$ cat src/rtl/rv_pkg.sv
`default_nettype none

package rv_pkg;

	localparam int XLEN       = 32;
	localparam int IMEM_WORDS = 256;
	localparam int DMEM_WORDS = 256;
	localparam int DMEM_AW    = $clog2(DMEM_WORDS);

	typedef logic [7:0] imem_addr_t; // word index into program memory

	localparam logic [6:0] OP_LUI    = 7'b0110111;
	localparam logic [6:0] OP_AUIPC  = 7'b0010111;
	localparam logic [6:0] OP_JAL    = 7'b1101111;
	localparam logic [6:0] OP_JALR   = 7'b1100111;
	localparam logic [6:0] OP_BRANCH = 7'b1100011;
	localparam logic [6:0] OP_LOAD   = 7'b0000011;
	localparam logic [6:0] OP_STORE  = 7'b0100011;
	localparam logic [6:0] OP_IMM    = 7'b0010011;
	localparam logic [6:0] OP_REG    = 7'b0110011;

	// alu funct3
	localparam logic [2:0] F3_ADD  = 3'b000;
	localparam logic [2:0] F3_SLL  = 3'b001;
	localparam logic [2:0] F3_SLT  = 3'b010;
	localparam logic [2:0] F3_SLTU = 3'b011;
	localparam logic [2:0] F3_XOR  = 3'b100;
	localparam logic [2:0] F3_SR   = 3'b101;
	localparam logic [2:0] F3_OR   = 3'b110;
	localparam logic [2:0] F3_AND  = 3'b111;

	// branch funct3
	localparam logic [2:0] F3_BEQ  = 3'b000;
	localparam logic [2:0] F3_BNE  = 3'b001;
	localparam logic [2:0] F3_BLT  = 3'b100;
	localparam logic [2:0] F3_BGE  = 3'b101;
	localparam logic [2:0] F3_BLTU = 3'b110;
	localparam logic [2:0] F3_BGEU = 3'b111;

	typedef enum logic [3:0] {
		ALU_ADD, ALU_SUB, ALU_SLL, ALU_SLT, ALU_SLTU, ALU_XOR,
		ALU_SRL, ALU_SRA, ALU_OR, ALU_AND, ALU_PASS_B
	} alu_op_t;

	typedef enum logic {A_RS1, A_PC} a_sel_t;
	typedef enum logic {B_RS2, B_IMM} b_sel_t;
	typedef enum logic [1:0] {WB_ALU, WB_MEM, WB_PC4} wb_sel_t;
	typedef enum logic [1:0] {SZ_B, SZ_H, SZ_W} mem_size_t;

	typedef enum logic [2:0] {
		BR_NONE, BR_EQ, BR_NE, BR_LT, BR_GE, BR_LTU, BR_GEU, BR_JUMP
	} br_kind_t;

	typedef struct packed {
		alu_op_t   alu_op;
		a_sel_t    a_sel;
		b_sel_t    b_sel;
		wb_sel_t   wb_sel;
		logic      reg_we;
		logic      mem_re;
		logic      mem_we;
		mem_size_t mem_size;
		logic      mem_unsigned;
		br_kind_t  br_kind;
		logic      jalr; // target from alu, bit 0 cleared
	} ctrl_t;

	typedef struct packed {
		logic [XLEN-1:0] pc;
		logic [XLEN-1:0] pc_plus4;
		logic [XLEN-1:0] instr;
	} fetch_t;

endpackage

`default_nettype wire

$ cat src/rtl/rv_decode.sv
`timescale 1ns/1ps
`default_nettype none

module rv_decode (
	input  rv_pkg::fetch_t          f,
	output logic [4:0]              rs1_addr,
	output logic [4:0]              rs2_addr,
	output logic [4:0]              rd_addr,
	output logic [rv_pkg::XLEN-1:0] imm,
	output rv_pkg::ctrl_t           ctrl
);
	import rv_pkg::*;

	logic [6:0]      opcode;
	logic [2:0]      funct3;
	logic [6:0]      funct7;
	logic [XLEN-1:0] i_imm;
	logic [XLEN-1:0] s_imm;
	logic [XLEN-1:0] b_imm;
	logic [XLEN-1:0] u_imm;
	logic [XLEN-1:0] j_imm;

	// sub only exists for register ops, sra for both
	function automatic alu_op_t alu_decode(input logic [2:0] f3, input logic alt,
		input logic is_reg);
		alu_op_t op;
		case (f3)
			F3_ADD:  op = (is_reg && alt) ? ALU_SUB : ALU_ADD;
			F3_SLL:  op = ALU_SLL;
			F3_SLT:  op = ALU_SLT;
			F3_SLTU: op = ALU_SLTU;
			F3_XOR:  op = ALU_XOR;
			F3_SR:   op = alt ? ALU_SRA : ALU_SRL;
			F3_OR:   op = ALU_OR;
			F3_AND:  op = ALU_AND;
			default: op = ALU_ADD;
		endcase
		return op;
	endfunction

	assign opcode   = f.instr[6:0];
	assign funct3   = f.instr[14:12];
	assign funct7   = f.instr[31:25];
	assign rd_addr  = f.instr[11:7];
	assign rs1_addr = f.instr[19:15];
	assign rs2_addr = f.instr[24:20];

	assign i_imm = {{20{f.instr[31]}}, f.instr[31:20]};
	assign s_imm = {{20{f.instr[31]}}, f.instr[31:25], f.instr[11:7]};
	assign b_imm = {{19{f.instr[31]}}, f.instr[31], f.instr[7], f.instr[30:25],
		f.instr[11:8], 1'b0};
	assign u_imm = {f.instr[31:12], 12'b0};
	assign j_imm = {{11{f.instr[31]}}, f.instr[31], f.instr[19:12], f.instr[20],
		f.instr[30:21], 1'b0};

	always_comb
	begin
		ctrl = '0; // add, rs1, rs2, alu writeback, nothing enabled
		imm  = '0;
		case (opcode)
			OP_LUI:
			begin
				ctrl.alu_op = ALU_PASS_B;
				ctrl.b_sel  = B_IMM;
				ctrl.reg_we = 1'b1;
				imm         = u_imm;
			end
			OP_AUIPC:
			begin
				ctrl.a_sel  = A_PC;
				ctrl.b_sel  = B_IMM;
				ctrl.reg_we = 1'b1;
				imm         = u_imm;
			end
			OP_JAL:
			begin
				ctrl.a_sel   = A_PC;
				ctrl.b_sel   = B_IMM;
				ctrl.wb_sel  = WB_PC4;
				ctrl.reg_we  = 1'b1;
				ctrl.br_kind = BR_JUMP;
				imm          = j_imm;
			end
			OP_JALR:
			begin
				ctrl.b_sel   = B_IMM;
				ctrl.wb_sel  = WB_PC4;
				ctrl.reg_we  = 1'b1;
				ctrl.br_kind = BR_JUMP;
				ctrl.jalr    = 1'b1;
				imm          = i_imm;
			end
			OP_BRANCH:
			begin
				case (funct3)
					F3_BEQ:  ctrl.br_kind = BR_EQ;
					F3_BNE:  ctrl.br_kind = BR_NE;
					F3_BLT:  ctrl.br_kind = BR_LT;
					F3_BGE:  ctrl.br_kind = BR_GE;
					F3_BLTU: ctrl.br_kind = BR_LTU;
					F3_BGEU: ctrl.br_kind = BR_GEU;
					default: ctrl.br_kind = BR_NONE;
				endcase
				imm = b_imm;
			end
			OP_LOAD, OP_STORE:
			begin
				ctrl.b_sel        = B_IMM;
				ctrl.mem_unsigned = funct3[2];
				case (funct3[1:0])
					2'b00:   ctrl.mem_size = SZ_B;
					2'b01:   ctrl.mem_size = SZ_H;
					default: ctrl.mem_size = SZ_W;
				endcase
				if (opcode == OP_LOAD)
				begin
					ctrl.wb_sel = WB_MEM;
					ctrl.reg_we = 1'b1;
					ctrl.mem_re = 1'b1;
					imm         = i_imm;
				end
				else
				begin
					ctrl.mem_we = 1'b1;
					imm         = s_imm;
				end
			end
			OP_IMM:
			begin
				ctrl.alu_op = alu_decode(funct3, funct7[5], 1'b0);
				ctrl.b_sel  = B_IMM;
				ctrl.reg_we = 1'b1;
				imm         = i_imm;
			end
			OP_REG:
			begin
				ctrl.alu_op = alu_decode(funct3, funct7[5], 1'b1);
				ctrl.reg_we = 1'b1;
			end
			default: ; // unknown opcodes fall through as a nop
		endcase
	end

endmodule

`default_nettype wire

$ cat config.mk
export PLATFORM = sky130hd
export DESIGN_NAME = rv_decode
export DESIGN_NICKNAME = d
export VERILOG_FILES = /design/src/rtl/rv_pkg.sv /design/src/rtl/rv_decode.sv
export SDC_FILE = /design/constraint.sdc
export NUM_CORES = 1
export LEC_CHECK = 0
export BUFFER_PORTS_ARGS = -buffer_cell sky130_fd_sc_hd__clkbuf_2
export CORE_AREA = 2 2 62 64
export DETAILED_ROUTE_END_ITERATION = 10
export DIE_AREA = 0 0 64 66
export PLACE_DENSITY_LB_ADDON = 0.2
export SYNTH_ARGS = -nofsm -noshare
export SYNTH_HDL_FRONTEND = slang
export SYNTH_SLANG_ARGS = --single-unit
$ cat constraint.sdc
create_clock -name vclk -period 6.07
set_clock_uncertainty 0.1 [all_clocks]
set_input_delay 1.214 -clock vclk [all_inputs]
set_output_delay 1.214 -clock vclk [all_outputs]
set_load 0.1 [all_outputs]
==> out/results.ini <==
[power_and_ir_drop]
leakage_nw=0.819
power.density_nw_per_um2=106
irDropWorstVdd_mv=0.0373

[yosys]
synth_top_area_share=0.191
synthCells=129
yosys_warnings=0
avgSynthCellArea_sq_um=6.41
synth_area_leader_cell=a21o_1
yosysSeqAreaShare=0
syn_nets=225
netlist_area_sq_um=827
synthDistinctLibCells=35
synthTopCellsByArea=a21o_1 19%, buf_4 14%, nor2b_1 7.6%, o21ai_0 6.1%, a22o_1 4.2%

[layout]
layout.nets=296
layout_commonest_cell=clkbuf_2
n_antenna_cell=0
seq_cell_count=0
post-route-cell-area_sq_um=1190
num-clock-buffers=0
syn2layout_area_growth_pct=43.9
layout-drive-gt1-share=0.515
final_cell_mix=97 x clkbuf_2, 21 x a21o_1, 10 x nor2b_1, 10 x o21ai_0
seqCellArea_sq_um=0
final_core_util=0.335

[global_route]
grt_pass1_vias=1068
grt_max_degree=16
gr-total-overflow=0
grtUsageTotal=0.148
grt_antenna_before_repair=0
grt_first_pass_wirelength_mm=5.03

[floorplanning]
num_rows=22
die_h_um=66
die_w_um=64
ios=161
coreArea_sq_um=3550
start_util=0.233
fp.dieArea_sq_um=4220

[timing]
fin_tns_setup_ns=0
fmax_mhz=222
timing.hold.ws_ns=2.78
finalSetupViolCount=0
min_period_ns=4.50
slew_headroom=0.608
finalMaxSlewViolations=0
setup_ws_ns=1.57
period_share=0.741
rsz0062_at_grt=false
final_hold_viol_count=0
tightest_slew_ns=0.591

[routing]
vias=1160
first_pass_iters=4
drt_wl_total_mm=3.23
first_iter_violations=45
drc_errors=0
routed_via_density=4.72
ant_nets=0
wire_per_inst_um=13.1

[flow_run]
maxCapViolCount=0

[clocking]
ctsResizeCount=0
cts_setup_buffers=0
holdBufCountCts=0

[setup_path]
setup.worst_path.class=in -> out
cp-end-kind=primary output
crit_required_ns=4.76
crit_fanout=15
cp-start-kind=input pin
critPathArrivalTime_ns=3.19

[min_path]
hp-class=in -> out

[placed_design]
gp_congestion=0.723
place_ws_ns=1.57
hpwl_mm=2.65
place.port_buffers=97
placed_cell_area_sq_um=1190

[status]
status=complete, no violations

-- critical path, stage by stage --
cell and delay [ns]:
clkbuf_2 0.18, nor3b_1 0.28, and4_1 0.61, a21o_1 0.29, a21o_1 0.16, clkbuf_2 0.45
-- final timing paths --
check / start / endpoint / slack [ns] / cells past startpoint
max: f[6] / imm[12] / 1.57 / 6
min: f[16] / rs1_addr[1] / 2.78 / 2
-- cell families after synthesis --
| logic type | count (synthesis) | synth area share |
|---|---|---|
| buf+inv | 31 | 0.234 |
| compound gates | 50 | 0.427 |
| xor+xnor | 1 | 0.0106 |
| simple gates | 46 | 0.316 |
| mux | 1 | 0.0121 |
-- metrics by stage --
| step | cells | total power, mW |
|---|---|---|
| global placement | 246 | 0.126 |
| floorplan | 129 | 0.108 |
| CTS | 246 | 0.126 |
| finish | 246 | 0.126 |
| detailed placement | 246 | 0.126 |
| global route | 246 | 0.132 |
-- report_power, final --
group,total (mW),switching [mW],internal (mW)
Sequential,0,0,0
Clock,0,0,0
Combinational,0.126,0.104,0.0221
Total,0.126,0.104,0.0221
-- metal layers --
metal | share of wire | wire [um] | GRT usage
met1 | 0.41 | 1320 | 0.177
met2 | 0.44 | 1420 | 0.268
met3 | 0.15 | 479 | 0.0528
met4 | 0 | 0 | 0
met5 | 0 | 0 | 0
-- final cells by class --
type,count,area (sq um)
inverters,3,11.3
repair buffers,97,485
fillers,412,2360
multi-input cells,98,633
well taps,48,60.1
-- synth_stat cells (2+ instances only) --
master    instances
buf_6             2
buf_2             5
a21o_1           21
a22o_1            4
nor3_1            6
nand2b_1          2
a21oi_1           5
nor2b_1          10
buf_4            15
nand2_1           7
or2_1             2
clkbuf_1          6
o21a_1            3
nor2_1            7
o21ai_0          10
nand3_1           3
and2_1            2
inv_1             2
Note: power is estimated with default switching activity, not from simulation.
